--- config.mk ---
export PLATFORM = sky130hd
export DESIGN_NAME = wide_fifo_ctrl
export DESIGN_NICKNAME = d
export VERILOG_FILES = /design/src/fifo_pkg.sv /design/src/wide_fifo_ctrl.sv
export SDC_FILE = /design/constraint.sdc
export NUM_CORES = 1
export LEC_CHECK = 0
export BUFFER_PORTS_ARGS = -buffer_cell sky130_fd_sc_hd__buf_2
export CORE_MARGIN = 4
export CORE_UTILIZATION = 48
export DETAILED_ROUTE_END_ITERATION = 10
export GPL_TIMING_DRIVEN = 1
export PLACE_DENSITY = 0.85
export SKIP_CTS_REPAIR_TIMING = 1
export SLEW_MARGIN = 20
export SYNTH_ARGS = -nofsm -noshare
export SYNTH_HDL_FRONTEND = slang
export SYNTH_SLANG_ARGS = --single-unit
--- constraint.sdc ---
create_clock -name clk -period 8.7 [get_ports clk]
set_input_delay 0.435 -clock clk [delete_from_list [all_inputs] [get_ports clk]]
set_output_delay 0.435 -clock clk [all_outputs]
set_load 0.005 [all_outputs]
--- src/fifo_pkg.sv ---
package fifo_pkg;

   // output stream granularity.
   localparam int slice_w         = 5;
   localparam int slices_per_word = 9;

   // a pushed word is exactly a whole number of slices.
   localparam int word_w          = slice_w * slices_per_word;

   // one stored word, slice k sits in bits 5k+4 down to 5k.
   typedef logic [word_w-1:0] word_t;

   // one slice as seen on the pop side.
   typedef logic [slice_w-1:0] slice_t;

   // unpacker states.
   // up_empty holds no word and requests one,
   // up_fetch has the memory read in flight,
   // up_emit walks the held word slice by slice.
   typedef enum logic [1:0] {
      up_empty,
      up_fetch,
      up_emit
   } unpack_state_t;

endpackage

--- src/wide_fifo_ctrl.sv ---
`timescale 1ns/1ps

module wide_fifo_ctrl #(
   parameter  int depth  = 1024,
   localparam int addr_w = $clog2(depth)
) (
   input  logic              clk,
   input  logic              reset,
   // push side.
   input  logic              push_valid,
   input  fifo_pkg::word_t   push_data,
   output logic              push_ready,
   // unpacker fetch handshake.
   input  logic              fetch_req,
   output logic              fetch_grant,
   // memory write port.
   output logic              wr_en,
   output logic [addr_w-1:0] wr_addr,
   output fifo_pkg::word_t   wr_data,
   // memory read port.
   output logic              rd_en,
   output logic [addr_w-1:0] rd_addr
);

   import fifo_pkg::*;

   // count value that means full.
   localparam logic [addr_w:0] full_count = (addr_w+1)'(depth);

   logic [addr_w-1:0] wr_ptr;
   logic [addr_w-1:0] rd_ptr;
   logic [addr_w:0]   count;     // one bit wider so depth fits.
   logic              full;
   logic              empty;
   logic              accept;    // push taken this cycle.

   assign full  = (count == full_count);
   assign empty = (count == '0);

   assign push_ready = !full;
   assign accept     = push_valid && push_ready;

   // a fetch is only granted when a word is stored.
   assign fetch_grant = fetch_req && !empty;

   // memory side follows the handshakes in the same cycle.
   assign wr_en   = accept;
   assign wr_addr = wr_ptr;
   assign wr_data = push_data;
   assign rd_en   = fetch_grant;
   assign rd_addr = rd_ptr;

   // write pointer, wraps at depth.
   always_ff @(posedge clk or posedge reset)
   begin
      if (reset)
      begin
         wr_ptr <= '0;
      end
      else if (accept)
      begin
         wr_ptr <= wr_ptr + 1'b1;
      end
   end

   // read pointer moves on every grant.
   always_ff @(posedge clk or posedge reset)
   begin
      if (reset)
      begin
         rd_ptr <= '0;
      end
      else if (fetch_grant)
      begin
         rd_ptr <= rd_ptr + 1'b1;
      end
   end

   // occupancy.
   // push and grant together leave it unchanged.
   always_ff @(posedge clk or posedge reset)
   begin
      if (reset)
      begin
         count <= '0;
      end
      else
      begin
         case ({accept, fetch_grant})
            2'b10:   count <= count + 1'b1;
            2'b01:   count <= count - 1'b1;
            default: count <= count;
         endcase
      end
   end

   a_count_bound: assert property (@(posedge clk) disable iff (reset)
      count <= full_count)
      else $error("fifo count above depth");

   // equal pointers mean empty or full, the count must say which.
   // grant while empty would hand out a stale word.
   a_no_grant_empty: assert property (@(posedge clk) disable iff (reset)
      fetch_grant && (rd_ptr == wr_ptr) |-> full)
      else $error("fetch granted while empty");

   a_no_write_full: assert property (@(posedge clk) disable iff (reset)
      wr_en && (wr_ptr == rd_ptr) |-> empty)
      else $error("write while full");

endmodule

### Word level (Yosys, flattened, before mapping)

Cells that the tools add are included.

* output and inout bits: 69
* register bits after elaboration: 31
* bits of input ports: 49
* logic and storage cells: 17

* eq/ne operators: 3
* add/sub/neg operators: 4
* muxes and demuxes: 1
* reduce and logical (&&, ||, !) cells: 6

Operators with widths (number)
* $pmux W11 S2: 1
* $add A10 B1 Y10 const B: 2
* $add A11 B1 Y11 const B: 1
* $eq A11 B11 Y1 const B: 1
* $logic_not A11 Y1: 1
* $sub A11 B1 Y11 const B: 1
* $eq A2 B1 Y1 const B: 1
* $eq A2 B2 Y1 const B: 1
* $logic_and A1 B1 Y1: 2
* $logic_not A1 Y1: 2
* $reduce_bool A2 Y1: 1

### Longest topological paths before layout

* depth after elaboration: 5
* gate-level depth with buffers: 11
* mapped depth without buffers: 11

### Worst setup path after synthesis

No wires, ideal clock.

* path kind: register to register
* start point: reg count[3]
* end point: reg count[10]
* library setup time: 86 ps
* data required time: 8614 ps
* cell stages (with the launch flop): 11
* data arrival time: 3269 ps
* buffers on the path: 0
* period minus slack after synthesis: 3355 ps
* path slack: 5345 ps
* path through: dfrtp_1 > or4_4 > o41ai_4 > ha_1 > inv_1 > fa_1 > nor2b_1 > o31a_1 > o31a_1 > mux2_2 > nor3_1

* longest elaborated chain between the ends: 5
* elaborated cells between the ends (all ways): 12
* classes of those cells: add/sub: 2; eq/ne: 3; mux: 1; reduce/logical: 6

RTL lines
* start, declared: line wide_fifo_ctrl.sv:32 `logic [addr_w:0] count;`
* start signal, assigned: line wide_fifo_ctrl.sv:90 `2'b10: count <= count + 1'b1;`
* start signal, assigned: line wide_fifo_ctrl.sv:91 `2'b01: count <= count - 1'b1;`
* start signal, assigned: line wide_fifo_ctrl.sv:92 `default: count <= count;`
* parallel branches: the longest is 5 deep, another holds $sub A11 B1 Y11

Several ways; the timed one is not identified.
A chain may end at the register's enable or synchronous reset.

### Worst setup path after layout

Ends and elaborated chain as after synthesis.

==> flow_summary.yaml <==
run_status:
  status: "finished, final reports clean"
yosys:
  synth_compound_area_share_pct: 13.4
  yosysSeqAreaShare_pct: 36.1
  synth_top_area_share_pct: 36.1
  synthMuxAreaShare_pct: 0.524
  synth-seq-cells: 31
  yosysMostFrequentCell: "buf_4"
  synth_top_family_by_area: "buffers and inverters"
  syn_avg_cell_area_sq_um: 9.51
  ys_top_cells_by_count: "buf_4, dfrtp_1, nand2_1"
  synth-edff-count: 0
  syn-num-nets: 288
  yosys-top-cells-area: "dfrtp_1, buf_4, ha_1, xnor2_1, nand2_1"
  ys.flop_type: "dfrtp_1"
  yosys.cell_types.count: 40
  synth_top_area_cell: "dfrtp_1"
  yosysWarnings: 0
  yosys.area_share.simple_pct: 15.0
  syn_inst: 226
  synth_fa_ha_area_share_pct: 7.92
  synth-xor-area-share_pct: 8.56
  syn-cell-area_sq_mm: 0.00215
  async_flop_share_pct: 100
cells_and_area:
  nFillCells: 398
  layout-drive-gt1-share_pct: 22.0
  multi_input_area_sq_um: 975
  seqCellArea_sq_um: 776
  final_nets: 275
  num_antenna_cells: 0
  utilization_pct: 48.7
  syn_to_final_growth_pct: -1.28
placed_design:
  gp_congestion: 0.840
  place.detailed.hpwl_um: 2860
  io_buffers: 27
die:
  core-area_sq_mm: 0.00435
  ios: 118
  initial_core_util_pct: 49.3
  die_width_um: 74.9
  die_area_sq_mm: 0.00561
  fp-row-count: 24
  die_h_um: 74.9
setup_path:
  cp_common_cell: "o31a_1"
  cp-end-kind: "flop"
  crit_chain: "or4_4 > o41ai_4 > ha_1 > inv_1 > fa_1 > nor2b_1 > o31a_1 > o31a_1 > mux2_2 > nor3_1"
  r2r-end: "count[10]"
  startpoint_type: "flop"
  critPathBufInv: 1
  critical_path.top_delay_family: "adder cells"
  cp_max_fo: 12
  worst-endpoint-required_ns: 8.90
  r2r-start: "count[3]"
  cp_data_arrival_time_ns: 3.95
  r2r_slack_ns: 4.95
  critical_path.max_stage_delay_ns: 0.59
  rr_worst_depth: 10
  crit_path_top_delay_cell: "or4_4"
  worstSetupPathType: "flop to flop"
worst_hold_path:
  hold_path_class: "input pin to async pin"
sta:
  rsz0062_at_grt: "no"
  hold_viol: 0
  fin_crit_sh_pct: 43.1
  tightestPinTransition_ns: 0.630
  min_period_ns: 3.75
  fmax_mhz: 267
  maxSlewHeadroom_pct: 58.0
  finalMaxSlewViolations: 0
  clock_skew_ns: 0.00432
  setup_viol: 0
  fin_setup_tns_ns: 0
flow_run:
  maxCapViolCount: 0
cts:
  clock_sinks: 31
  tritoncts: "done"
  htree_levels: 2
  clockRootBuffer: "clkbuf_8"
  clk_latency_ns: 0.28
  clkTransAtPathRegs_ns: 0.07
  clockBufferDepth: 2
  numCtsBuffers: 5
drt:
  post-route-drc-count: 0
  dr.pass1.iters: 4
  drt_iter0_drc: 104
  routed_wl_um: 3880
  routedWlPerCell_um: 14.6
  num_vias: 1435
  vias_per_cell: 5.39
  ant_nets: 0
global_routing:
  gr-total-overflow: 0
  grt_max_degree: 32
  grt_pass1_wl_um: 6310
  antenna_found_initial: 0
  grt_use_total_pct: 14.8
  grt_pass1_vias: 1327
pwr:
  p_leak_nw: 1.04
  p_per_area_mw_per_mm2: 321
  ir_worst_vdd_mv: 0.0848
[power breakdown]
part           total [mW]  switching [mW]  internal [mW]
Sequential          0.266          0.0659          0.200
Combinational       0.267           0.143          0.124
Clock               0.148          0.0556         0.0926
Total               0.681           0.264          0.417
[cell type report]
type / instances / area share (%)
clock buffers: 6 / 3.89
clock inverters: 2 / 1.65
multi-input cells: 135 / 46.0
well taps: 52 / 3.07
repair buffers: 28 / 6.73
inverters: 12 / 2.12
flip-flops and latches: 31 / 36.6
[per-stage QoR]
stage / instances / instance area [sq um] / total power, mW / worst slack, ns / hold WS [ns]
detailed placement: 258 / 2000 / 0.534 / 4.95 / 0.458
CTS: 266 / 2120 / 0.685 / 4.93 / 0.237
global placement: 258 / 2000 / 0.520 / 5.10 / 0.457
floorplan: 226 / 2150 / 0.466 / 5.35 / 0.468
global route: 266 / 2120 / 0.738 / 4.65 / 0.263
finish: 266 / 2120 / 0.681 / 4.95 / 0.218
[cell usage in the layout, fill, tap and decap left out, drive strengths merged, types with 5 or more instances in the layout]
| master | instances |
|---|---|
| a21oi | 6 |
| and3 | 5 |
| buf | 28 |
| clkbuf | 6 |
| dfrtp | 31 |
| ha | 12 |
| inv | 12 |
| nand2 | 22 |
| nand3 | 6 |
| nor2 | 10 |
| nor3 | 8 |
| o21ai | 10 |
| xnor2 | 16 |
| xor2 | 5 |
[flip-flops by register name (all words and copies together) (netlist names)]
signal	cells
count	11
rd_addr	10
wr_addr	10
[worst min-delay path, delay by kind of cell]
kind	cells	cell delay (ns)
buf+inv	3	0.48
[metal layers]
metal  GRT usage [%]  part of all wire, %
met1            18.9                   44
met4            7.91                  2.0
met5               0                    0
met3            4.94                  7.1
met2            22.1                   47
[cell families (layout without fill, tap and decap cells)]
kind of cell             count (synthesis)  count (layout)
flip-flops                              31              31
buffers and inverters                   60              48
XOR/XNOR                                21              21
multiplexers                             1               1
AO/OA/AOI/OAI                           37              37
AND/OR/NAND/NOR                         63              63
adder cells (fa/ha/maj)                 13              13
[worst max path at each step]
stage	from	to	slack, ns	cells after the start
6_report	count[3]	count[10]	4.95	10
2_1_floorplan	count[3]	count[10]	5.35	10
5_1_grt	count[3]	count[10]	4.65	10
3_5_place_dp	count[3]	count[10]	4.95	10
3_3_place_gp	count[3]	count[10]	5.10	10
4_1_cts	count[3]	count[10]	4.93	10
(Power assumes the default switching activity.)
