$ cat src/fifo_pkg.sv
package fifo_pkg;

   // output stream granularity.
   localparam int slice_w         = 5;
   localparam int slices_per_word = 9;

   // a pushed word is exactly a whole number of slices.
   localparam int word_w          = slice_w * slices_per_word;

   // one stored word, slice k sits in bits 5k+4 down to 5k.
   typedef logic [word_w-1:0] word_t;

   // one slice as seen on the pop side.
   typedef logic [slice_w-1:0] slice_t;

   // unpacker states.
   // up_empty holds no word and requests one,
   // up_fetch has the memory read in flight,
   // up_emit walks the held word slice by slice.
   typedef enum logic [1:0] {
      up_empty,
      up_fetch,
      up_emit
   } unpack_state_t;

endpackage

$ cat src/slice_unpacker.sv
`timescale 1ns/1ps

module slice_unpacker (
   input  logic             clk,
   input  logic             reset,
   output logic             fetch_req,
   input  logic             fetch_grant,
   input  fifo_pkg::word_t  rd_data,
   output logic             out_valid,
   output fifo_pkg::slice_t out_slice,
   input  logic             out_ready
);

   import fifo_pkg::*;

   localparam int               idx_w    = $clog2(slices_per_word);
   localparam logic [idx_w-1:0] last_idx = idx_w'(slices_per_word - 1);

   unpack_state_t    state;
   logic [idx_w-1:0] idx;        // slice being offered.
   word_t            held_word;
   word_t            cur_word;
   logic             take;       // slice accepted this cycle.
   logic             last;

   // in up_fetch the word is still on the memory output.
   assign cur_word  = (state == up_fetch) ? rd_data : held_word;
   assign out_slice = cur_word[idx*slice_w +: slice_w];
   assign out_valid = (state != up_empty);

   assign take = out_valid && out_ready;
   assign last = (idx == last_idx);

   // ask for the next word early so it follows without a gap.
   assign fetch_req = (state == up_empty) || (last && take);

   always_ff @(posedge clk or posedge reset)
   begin
      if (reset)
      begin
         state <= up_empty;
         idx   <= '0;
      end
      else
      begin
         case (state)
            up_empty:
            begin
               if (fetch_grant)
                  state <= up_fetch;
            end
            up_fetch:
            begin
               state <= up_emit;
               if (take)
                  idx <= idx + 1'b1;
            end
            default:
            begin
               if (take && last)
               begin
                  idx   <= '0;
                  state <= fetch_grant ? up_fetch : up_empty;
               end
               else if (take)
                  idx <= idx + 1'b1;
            end
         endcase
      end
   end

   // payload register, loaded once per fetched word.
   always_ff @(posedge clk)
   begin
      if (state == up_fetch)
      begin
         held_word <= rd_data;
      end
   end

   a_stall_stable: assert property (@(posedge clk) disable iff (reset)
      out_valid && !out_ready |=> out_valid && $stable(out_slice))
      else $error("slice changed under back-pressure");

   a_idx_range: assert property (@(posedge clk) disable iff (reset)
      idx <= last_idx)
      else $error("slice index out of range");

endmodule

$ cat config.mk
export PLATFORM = sky130hd
export DESIGN_NAME = slice_unpacker
export DESIGN_NICKNAME = d
export VERILOG_FILES = /design/src/fifo_pkg.sv /design/src/slice_unpacker.sv
export SDC_FILE = /design/constraint.sdc
export NUM_CORES = 1
export LEC_CHECK = 0
export ABC_AREA = 1
export ABC_CLOCK_PERIOD_IN_PS = 1900
export BUFFER_PORTS_ARGS = -buffer_cell sky130_fd_sc_hd__buf_2
export CORE_MARGIN = 10
export CORE_UTILIZATION = 28
export DETAILED_ROUTE_END_ITERATION = 16
export GPL_TIMING_DRIVEN = 0
export PLACE_DENSITY = 0.45
export SKIP_LAST_GASP = 1
export SLEW_MARGIN = 20
export SYNTH_ARGS = -nofsm -noshare
export SYNTH_HDL_FRONTEND = slang
export SYNTH_SLANG_ARGS = --single-unit
$ cat constraint.sdc
create_clock -name clk -period 1.9 [get_ports clk]
set_input_delay 0.19 -clock clk [delete_from_list [all_inputs] [get_ports clk]]
set_output_delay 0.19 -clock clk [all_outputs]
set_load 0.005 [all_outputs]
; After elaboration in Yosys (flattened, before gate mapping)
; Index checks and enable logic that the tools add are counted.
[totals]
reg_bits = 51
input_bits = 49
out_inout_bits = 7
wordCells = 24
[classes]
addsub = 1
n_mul = 1
eq_ne = 3
shift = 1
n_mux = 8
n_reduce_logical = 7
[ops]
columns = cell, n
row1 = 45-bit 2-to-1 mux, 1
row2 = 45-bit by 8-bit variable part select with 5-bit output, 1
row3 = 4-bit 2-to-1 mux, 2
row4 = 4-bit case mux with 2 select lines, 1
row5 = "4-bit by 3-bit multiplier with 7-bit output, second input constant", 1
row6 = "4-bit by 1-bit adder with 4-bit output, second input constant", 1
row7 = "4-bit equality test, second input constant", 1
row8 = 2-bit 2-to-1 mux, 2
row9 = 2-bit case mux with 2 select lines, 1
row10 = 3-bit nonzero test, 1
row11 = "2-bit by 1-bit equality test with 1-bit output, second input constant", 1
row12 = 1-bit logical AND, 2
row13 = 2-bit zero test, 1
row14 = "2-bit inequality test, second input constant", 1
row15 = 2-bit AND reduction, 1
row16 = 2-bit nonzero test, 1
row17 = 1-bit logical OR, 1
row18 = 1-bit 2-to-1 mux, 1

; Depth between registers and ports, before layout
; Gate-level depths: netlist of the first run.
[logic_depth]
ltp_word = 5
mapped_depth = 10
mapped_depth_nobuf = 9

; Worst setup path before layout of the first run
; No wires, ideal clock.
[synth_timing]
kind = reg-to-reg
start = reg idx[0]
end = reg idx[1]
t_arrival_ns = 1.482
required_time_ns = 1.784
slack_ns = 0.301
stages_incl_launch_ff = 8
path_buffers = 1
period_less_slack_ns = 1.599
cell_sequence = dfrtp_1 -> inv_2 -> clkbuf_1 -> ha_1 -> nand4_2 -> or2_4 -> o211ai_2 -> inv_2
[synth_via]
elab_chain_len = 4
word_cells_on_any_way = 6
classes_between = 1 x add/sub / 1 x eq/ne / 3 x mux / 1 x reduce/logical
[synth_lines]
columns = element, line_no
row1 = from (decl), slice_unpacker.sv:20  ; logic [idx_w-1:0] idx;
row2 = from (signal assigned), slice_unpacker.sv:56  ; idx <= idx + 1'b1;
row3 = from (signal assigned), slice_unpacker.sv:66  ; idx <= idx + 1'b1;
row4 = 4-bit by 1-bit adder with 4-bit output / 4-bit equality test (equally long branches), "slice_unpacker.sv:56, slice_unpacker.sv:66, slice_unpacker.sv:32"
row5 = 4-bit 2-to-1 mux / 1-bit logical AND (equally long branches), "slice_unpacker.sv:55, slice_unpacker.sv:65, slice_unpacker.sv:60"
row6 = 4-bit 2-to-1 mux, slice_unpacker.sv:60  ; if (take && last)
row7 = 4-bit case mux with 2 select lines (*), slice_unpacker.sv:46  ; case (state)
; Every way passes the cells marked *; elsewhere a longest branch is shown, timed or not.
; A chain may end at the register's enable or synchronous reset.

; Worst setup path in the final report of the first run
[layout_timing]
start = reg state[1]
end = out out_slice[0]
[layout_via]
elab_chain_len = 3
[layout_lines]
columns = element, line_no
row1 = from (decl), slice_unpacker.sv:19  ; unpack_state_t state;
row2 = from (signal assigned), slice_unpacker.sv:41  ; state <= up_empty;
row3 = from (signal assigned), slice_unpacker.sv:50  ; state <= up_fetch;
row4 = from (signal assigned), slice_unpacker.sv:54  ; state <= up_emit;
row5 = 2-bit by 1-bit equality test with 1-bit output, slice_unpacker.sv:27  ; assign cur_word = (state == up_fetch) ? rd_data : held_word;
row6 = 45-bit 2-to-1 mux, n/a
row7 = 45-bit by 8-bit variable part select with 5-bit output, slice_unpacker.sv:28  ; assign out_slice = cur_word[idx*slice_w +: slice_w];
row8 = to (decl), slice_unpacker.sv:10  ; output fifo_pkg::slice_t out_slice,
; No other way between the ends.

==> results of run 1 <==
sequential cells by signal, indices dropped and copies added, names as in the netlist:
signal,flops
idx,4
state,2
held_word,45
per-stage QoR:
step	setup slack [ns]	utilization (%)	cell area [um^2]	hold slack, ns
finish	-0.0985	38.8	3360	0.0884
global route	-0.232	38.8	3360	0.0900
CTS	-0.0874	36.0	3130	0.0873
detailed placement	0.000316	33.4	2900	0.122
global placement	0.0176	33.4	2900	0.127
floorplan	0.301	-	2490	-0.0190
routing by layer:
layer	vias to the layer above	part of all wire, %	track usage (%)
li1	1281	-	-
met1	1067	49	14.8
met2	48	44	17.7
met3	5	5.7	3.25
met4	0	0.84	2.76
met5	-	0	0
where the power goes:
part	total, mW	internal (mW)	switching (mW)
clock	0.697	0.334	0.363
combinational	3.29	1.37	1.92
sequential	1.89	1.63	0.253
total	5.87	3.34	2.54
path summary, 6_finish.rpt:
path / startpoint / endpoint / slack (ns) / cells after the start
max in group asynchronous: reset / idx[0] / 1.35 / 3
worst min-delay path: rd_data[42] / held_word[42] / 0.09 / 3
worst max register to register: idx[0] / idx[3] / 0.28 / 7
min in group asynchronous: reset / idx[2] / 0.33 / 3
worst max-delay path: state[1] / out_slice[0] / -0.1 / 11
worst min register to register: held_word[15] / held_word[15] / 0.45 / 2
cell families after synthesis:
kind of cell	count (synthesis)
compound gates	7
xor+xnor	1
fa+ha+maj	2
buf+inv	69
flops	51
simple gates	244
layout by cell type (no fill, tap or decap), types with 6 or more instances in the layout:
cell type  instances
and2_1            10
buf_2             55
buf_6              7
clkbuf_8           7
dfxtp_1           45
inv_1             46
inv_2              7
nand2_1          126
nand2_2            8
nand3_1           52
nand3_2           10
nor2_1            19
o21ai_2            6
worst reg2reg max path, cell delays in order, from the launching register on:
cell and delay, ns:
dfrtp_2 0.47, inv_2 0.15, buf_6 0.17, ha_1 0.18, nand4_2 0.16, or2_4 0.29, nand2_1 0.08, nor2_1 0.04
layout make-up:
class	count	area (um^2)	area share, %
Buffer	14	156	4.65
Timing Repair Buffer	62	400	11.9
Inverter	55	214	6.36
Multi-Input combinational cell	255	1310	38.8
Clock buffer	8	100	2.98
Tap cell	108	135	4.02
Sequential cell	51	1050	31.3
timing repair:
item	CTS	global route
gates cloned	0	5
gates resized for setup	33	35
endpoints found under the hold margin	6	0
pin swaps	3	11
endpoints found under the setup margin	9	6
hold buffers	1	0
setup buffers	1	1
==> metrics.md, run 1 <==
| Metric | Value |
|---|---|
| Mapped Area | `0.00249 mm^2` |
| Final period util | `105%` |
| CP max stage delay | `0.42 ns` |
| CTS Buffer Depth | `2` |
| CP cell instances | `clkinv_4 > nand2_8 > buf_8 > nand2_2 > nand3_2 > nand2_1 > nor2_2 > nand2_2 > nand3_2 > nand2_1 > buf_2` |
| Routed vias | `2,401` |
| Largest family of logic cells by synthesized area | `simple AND/OR/NAND/NOR gates` |
| Synth area leaders | `dfxtp_1 (36%), nand2_1 (20%), nand3_1 (12%), inv_1 (6.9%), dfrtp_1 (6.0%)` |
| Slew @ Worst Pin | `0.329 ns` |
| Final worst slack | `-0.0985 ns` |
| Post-route DRC violation count | `0` |
| Layout fillers | `961` |
| Flops & latches, synth | `51` |
| CP top delay family | `simple AND/OR/NAND/NOR gates` |
| Buf/Inv on CP | `3` |
| Antenna violations before repair | `0` |
| Share of layout cells above drive strength 1 | `29.9%` |
| Post-synth top cells | `nand2_1 (134), nand3_1 (62), inv_1 (46), dfxtp_1 (45), nor2_1 (25)` |
| Post-Synthesis Cells | `374` |
| Post-Syn Area per Cell | `approximately 6.7 um^2` |
| Clk_lat worst skew | `0.31 ns` |
| Max Fclk | `500 MHz` |
| Wire per inst | `13.4 um` |
| Final GP Congestion | `0.804` |
| MaxCap Viol Count | `0` |
| Starting density of the core | `28.7%` |
| Root Driver | `clkbuf_8` |
| Cell Count, Final, Fillers Out | `553` |
| Max Slew Vio Count | `0` |
| Mapped Nets | `425` |
| PwrDens | `1750 mW/mm^2` |
| Overflow after GRT | `0` |
| Clock skew | `0.00876 ns` |
| Ys async rst share | `11.8%` |
| Die Area | `approximately 0.013 mm^2` |
| Chip height | `114 um` |
| Max FO, Critical Path | `7` |
| Leak | `between 1.5 and 2 nW` |
| DR iter-0 viols | `94` |
| Area grow syn2layout | `35.1%` |
| Worst Path Required | `1.71 ns` |
| Hold violation count in the final report | `0` |
| DRT Pass-1 Iters | `4` |
| Nets | `495` |
| Via-to-Cell Ratio | `approximately 4.3` |
| Compound-Gate Fraction of Synth Area | `1.86%` |
| CTS tree | `done` |
| Synth Flop Type | `dfxtp_1` |
| Global-route wire length before repair | `12.0 mm` |
| CP startpoint kind | `flop` |
| Peak VDD IR | `0.635 mV` |
| H-Tree Level Count | `2` |
| Post-Synth Simple-Gate Area | `roughly 43%` |
| Yosys cell types | `24` |
| Kind of critical path | `reg2out` |
| Outcome | `finished with violations` |
| DP Cell Count | `537` |
| Synth top area share | `36.2%` |
| Drt total wl | `7.39 mm` |
| Hold crit path type | `in2reg` |
| DP HPWL | `5.43 mm` |
| RSZ-0062 raised after global routing | `true` |
| Largest net degree at the start of global routing | `15` |
| Fin Setup TNS | `-0.427 ns` |
| Number of synthesized flops with an enable pin | `0` |
| IO buf count | `between 50 and 60` |
| Die span in x | `114 um` |
| Syn. warnings | `0` |
| Top-count cell post-synth | `nand2_1` |
| Post-DRT Antenna Nets | `0` |
| Pwr Total | `5.87 mW` |
| CP max stage cell | `dfrtp_1` |
| # setup viols final | `5` |
| Xor/xnor cell area share of the yosys netlist | `0.352%` |
| Tmin final | `2.00 ns` |
| IO Pins | `56` |
| Most area-hungry cell type in the Yosys netlist | `dfxtp_1` |
| Row count | `34` |
| WP data arrival | `1.81 ns` |
| Reg clk slew, reported paths | `about 0.10 ns` |
| CTS Sinks | `51` |
| Share of the yosys chip area belonging to registers | `between 40% and 50%` |
| Multiplexer area fraction after synthesis | `0%` |
| Worst slew margin | `78.0%` |
| Number of global-route vias before repair | `2,409` |
| Total Routing Usage GR | `11.3%` |
| Total CTS buffers | `5` |
| Critical Path End Type | `primary output` |
| Placeable Area | `0.00868 mm^2` |
| Violated checks | `setup timing` |
| Antenna diodes | `0` |
| Synth Area in Adders | `slightly above 1%` |
Power figures use the tool's default switching activity.
==> run 2: changes to the inputs <==
--- a/config.mk
+++ b/config.mk
@@ -5,14 +5,14 @@
 export SDC_FILE = /design/constraint.sdc
 export NUM_CORES = 1
 export LEC_CHECK = 0
-export ABC_AREA = 1
 export ABC_CLOCK_PERIOD_IN_PS = 1900
 export BUFFER_PORTS_ARGS = -buffer_cell sky130_fd_sc_hd__buf_2
 export CORE_MARGIN = 10
 export CORE_UTILIZATION = 28
+export CTS_CLUSTER_SIZE = 20
 export DETAILED_ROUTE_END_ITERATION = 16
 export GPL_TIMING_DRIVEN = 0
-export PLACE_DENSITY = 0.45
+export PLACE_DENSITY = 0.46
 export SKIP_LAST_GASP = 1
 export SLEW_MARGIN = 20
 export SYNTH_ARGS = -nofsm -noshare
==> metrics.md, run 2 <==
| Metric | Value |
|---|---|
| Part of the power in registers | `36.9%` |
| Placeable Area | `0.00773 mm^2` |
| Number of global-route vias before repair | `~1,800` |
| Largest net degree at the start of global routing | `16` |
| Cell Int Power | `3.26 mW` |
| CP cell instances | `nor2b_4 > buf_6 > buf_12 > mux2_4 > a22oi_2 > o2111ai_1 > nor3b_2 > buf_2` |
| WP data arrival | `2.16 ns` |
| Clk_lat worst skew | `about 0.31 ns` |
| DR iter-0 viols | `41` |
| Synth area leaders | `dfxtp_1 (41%), mux2_2 (16%), dfrtp_1 (6.8%), mux2_4 (4.7%), nor2_1 (3.7%)` |
| Area grow syn2layout | `29.5%` |
| Post-Syn Area per Cell | `11.3 um^2` |
| Largest regs | `held_word: 45 flops, idx: 4 flops, state: 2 flops` |
| Hold path startpoint | `rd_data[35]` |
| Total Routing Usage GR | `approximately 10%` |
| Outcome | `finished with violations` |
| Layout fillers | `775` |
| Total CTS buffers | `5` |
| DRT Pass-1 Iters | `4` |
| Max reg flops | `45` |
| Max FO, Critical Path | `10` |
| Sw frac | `34.6%` |
| Final worst slack | `-0.449 ns` |
| Slew @ Worst Pin | `around 0.57 ns` |
| Leak | `1.25 nW` |
| Worst slew margin | `62.0%` |
| Reg clk slew, reported paths | `roughly 0.09 ns` |
| Multi-input logic area | `0.00111 mm^2` |
| Kind of critical path | `reg2out` |
| Global-route wire length before repair | `9.18 mm` |
| Syn. warnings | `0` |
| Via-to-Cell Ratio | `~4.5` |
| Die span in x | `about 110 um` |
| Final GP Congestion | `0.752` |
| IO buf count | `55` |
| Top-count cell post-synth | `dfxtp_1` |
| Most area-hungry cell type in the Yosys netlist | `dfxtp_1` |
| Most common cell after layout, fill and taps aside | `buf_2` |
| Buf/Inv on CP | `3` |
| Tmin final | `2.35 ns` |
| Share of the yosys chip area belonging to registers | `between 40% and 50%` |
| Switching Power | `roughly 1.7 mW` |
| Nets | `318` |
| RR Startpoint | `state[1]` |
| Post-Synthesis Cells | `about 200` |
| Number of synthesized flops with an enable pin | `0` |
| Post-route DRC violation count | `0` |
| Hold WS | `0.120 ns` |
| Antenna diodes | `0` |
| Share of layout cells above drive strength 1 | `approximately 51%` |
| Post-synth top cells | `dfxtp_1 (45), mux2_2 (32), nor2_1 (22), inv_1 (10)` |
| Yosys cell types | `31` |
| Wire per inst | `15.9 um` |
| Sequential Area | `0.00105 mm^2` |
| Commonest cells after routing, fill and taps aside | `buf_2 (55), dfxtp_1 (45), mux2_2 (32)` |
| RSZ-0062 raised after global routing | `true` |
| MaxCap Viol Count | `0` |
| Violated checks | `setup timing` |
| Synth Flop Type | `dfxtp_1` |
| DP HPWL | `between 4 and 5 mm` |
| Die Area | `0.0119 mm^2` |
| Hold violation count in the final report | `0` |
| Hold endpoint | `held_word[35]` |
| Worst Path Required | `1.71 ns` |
| Peak VDD IR | `about 0.66 mV` |
| Clock power share | `between 15 and 20%` |
| WHS Path Cells | `2` |
| Drt total wl | `5.87 mm` |
| H-Tree Level Count | `2` |
| Starting density of the core | `28.7%` |
| Flops & latches, synth | `51` |
| CP startpoint kind | `flop` |
| Crit Reg-Reg Endpoint | `idx[3]` |
| CTS Sinks | `51` |
| Final period util | `124%` |
| IO Pins | `56` |
| Post-DRT Antenna Nets | `0` |
| Routed vias | `around 1,700` |
| Post-place setup slack | `-0.332 ns` |
| CTS Buffer Depth | `2` |
| Chip height | `109 um` |
| CP max stage delay | `0.39 ns` |
| Worst r2r path cells | `9` |
| Biggest register | `held_word` |
| Overflow after GRT | `0` |
| Ys async rst share | `11.8%` |
| Row count | `32` |
| Hold crit path type | `in2reg` |
| PwrDens | `between 1500 and 2000 mW/mm^2` |
| CTS tree | `done` |
| Fin Setup TNS | `-2.12 ns` |
| Max Fclk | `between 400 and 500 MHz` |
| Flop2flop setup slack | `0.25 ns` |
| # setup viols final | `5` |
| Max Slew Vio Count | `0` |
| Mapped Area | `0.00222 mm^2` |
| Power share of the combinational group | `47.4%` |
| CP max stage cell | `dfrtp_1` |
| Mapped Nets | `between 200 and 250` |
| Root Driver | `clkbuf_8` |
| CP top delay family | `buffers and inverters` |
| Critical Path End Type | `primary output` |
| Synth top area share | `between 40 and 50%` |
| Pwr Total | `~5 mW` |
| Clock skew | `0.00426 ns` |
| Antenna violations before repair | `0` |
[run 2: changes by cell type after synthesis, moves of 7 or more]
cell     previous run  this run
a21oi_1             0         7
and2_1             10         1
nand2_1           134         6
mux2_2              0        32
mux2_4              0         7
inv_1              46        10
buf_2               9         1
nand3_1            62         6
inv_2               9         0
[run 2: cell type report]
cell class / count / area share [%]
clock buffer: 8 / 4.26
tap: 102 / 4.44
sequential: 51 / 36.6
buffer: 9 / 2.92
multi-input combinational: 127 / 38.6
timing repair buffer: 63 / 11.7
inverter: 10 / 1.44
[run 2: timing repair]
item	4_1_cts	5_1_grt
resized for setup	12	6
setup buffers	2	4
hold buffers	1	0
endpoints found under the setup margin	5	6
gates cloned	1	0
pin swaps	3	3
hold endpoints to repair	6	0
[run 2: worst max path at each step]
stage	start	to	slack [ns]	cells past startpoint
6_report	state[0]	out_slice[3]	-0.45	8
5_1_grt	state[1]	out_slice[2]	-0.53	8
3_3_place_gp	idx[1]	out_slice[1]	-0.33	7
2_1_floorplan	state[1]	out_slice[4]	0.21	7
3_5_place_dp	idx[1]	out_slice[0]	-0.33	7
4_1_cts	state[1]	out_slice[3]	-0.44	8
[run 2: power groups by stage]
stage,registers (mW),clock network [mW],logic [mW]
CTS,1.82,0.808,2.30
detailed placement,1.84,0,2.18
global placement,1.82,0,2.16
floorplan,1.79,0,1.58
global route,1.89,0.853,2.62
finish,1.84,0.783,2.36
[run 2: kinds of logic after synthesis]
kind of cell               synth area share [%]
DFF                                        47.4
muxes                                      23.7
and+or+nand+nor                            10.7
AOI/OAI and AO/OA                          10.8
buffers and inverters                      5.13
xor gates and xnor gates                   1.18
adders and majority gates                  1.13
[run 2: metrics by stage]
step | area (um^2) | cells | util, %
5_1_grt | 2880 | 370 | 37.2
3_5_place_dp | 2620 | 354 | 33.9
6_report | 2880 | 370 | 37.2
2_1_floorplan | 2220 | 197 | -
3_3_place_gp | 2620 | 354 | 33.9
4_1_cts | 2830 | 366 | 36.6
[run 2: worst reg2reg max path: stages (launching register included)]
cell and delay (ns):
dfrtp_1 0.42, buf_4 0.15, buf_4 0.13, nor2_1 0.12, inv_1 0.08, and2_1 0.15, clkbuf_1 0.14, nand4_1 0.12
xor2_1 0.16, nor2_1 0.05
[run 2: layer usage]
| layer | up-vias | wire [um] | GRT usage (%) |
|---|---|---|---|
| met2 | 40 | 2680 | 16.1 |
| met3 | 9 | 424 | 3.60 |
| li1 | 833 | - | - |
| met4 | 0 | 74 | 3.39 |
| met5 | - | 0 | 0 |
| met1 | 785 | 2690 | 12.5 |
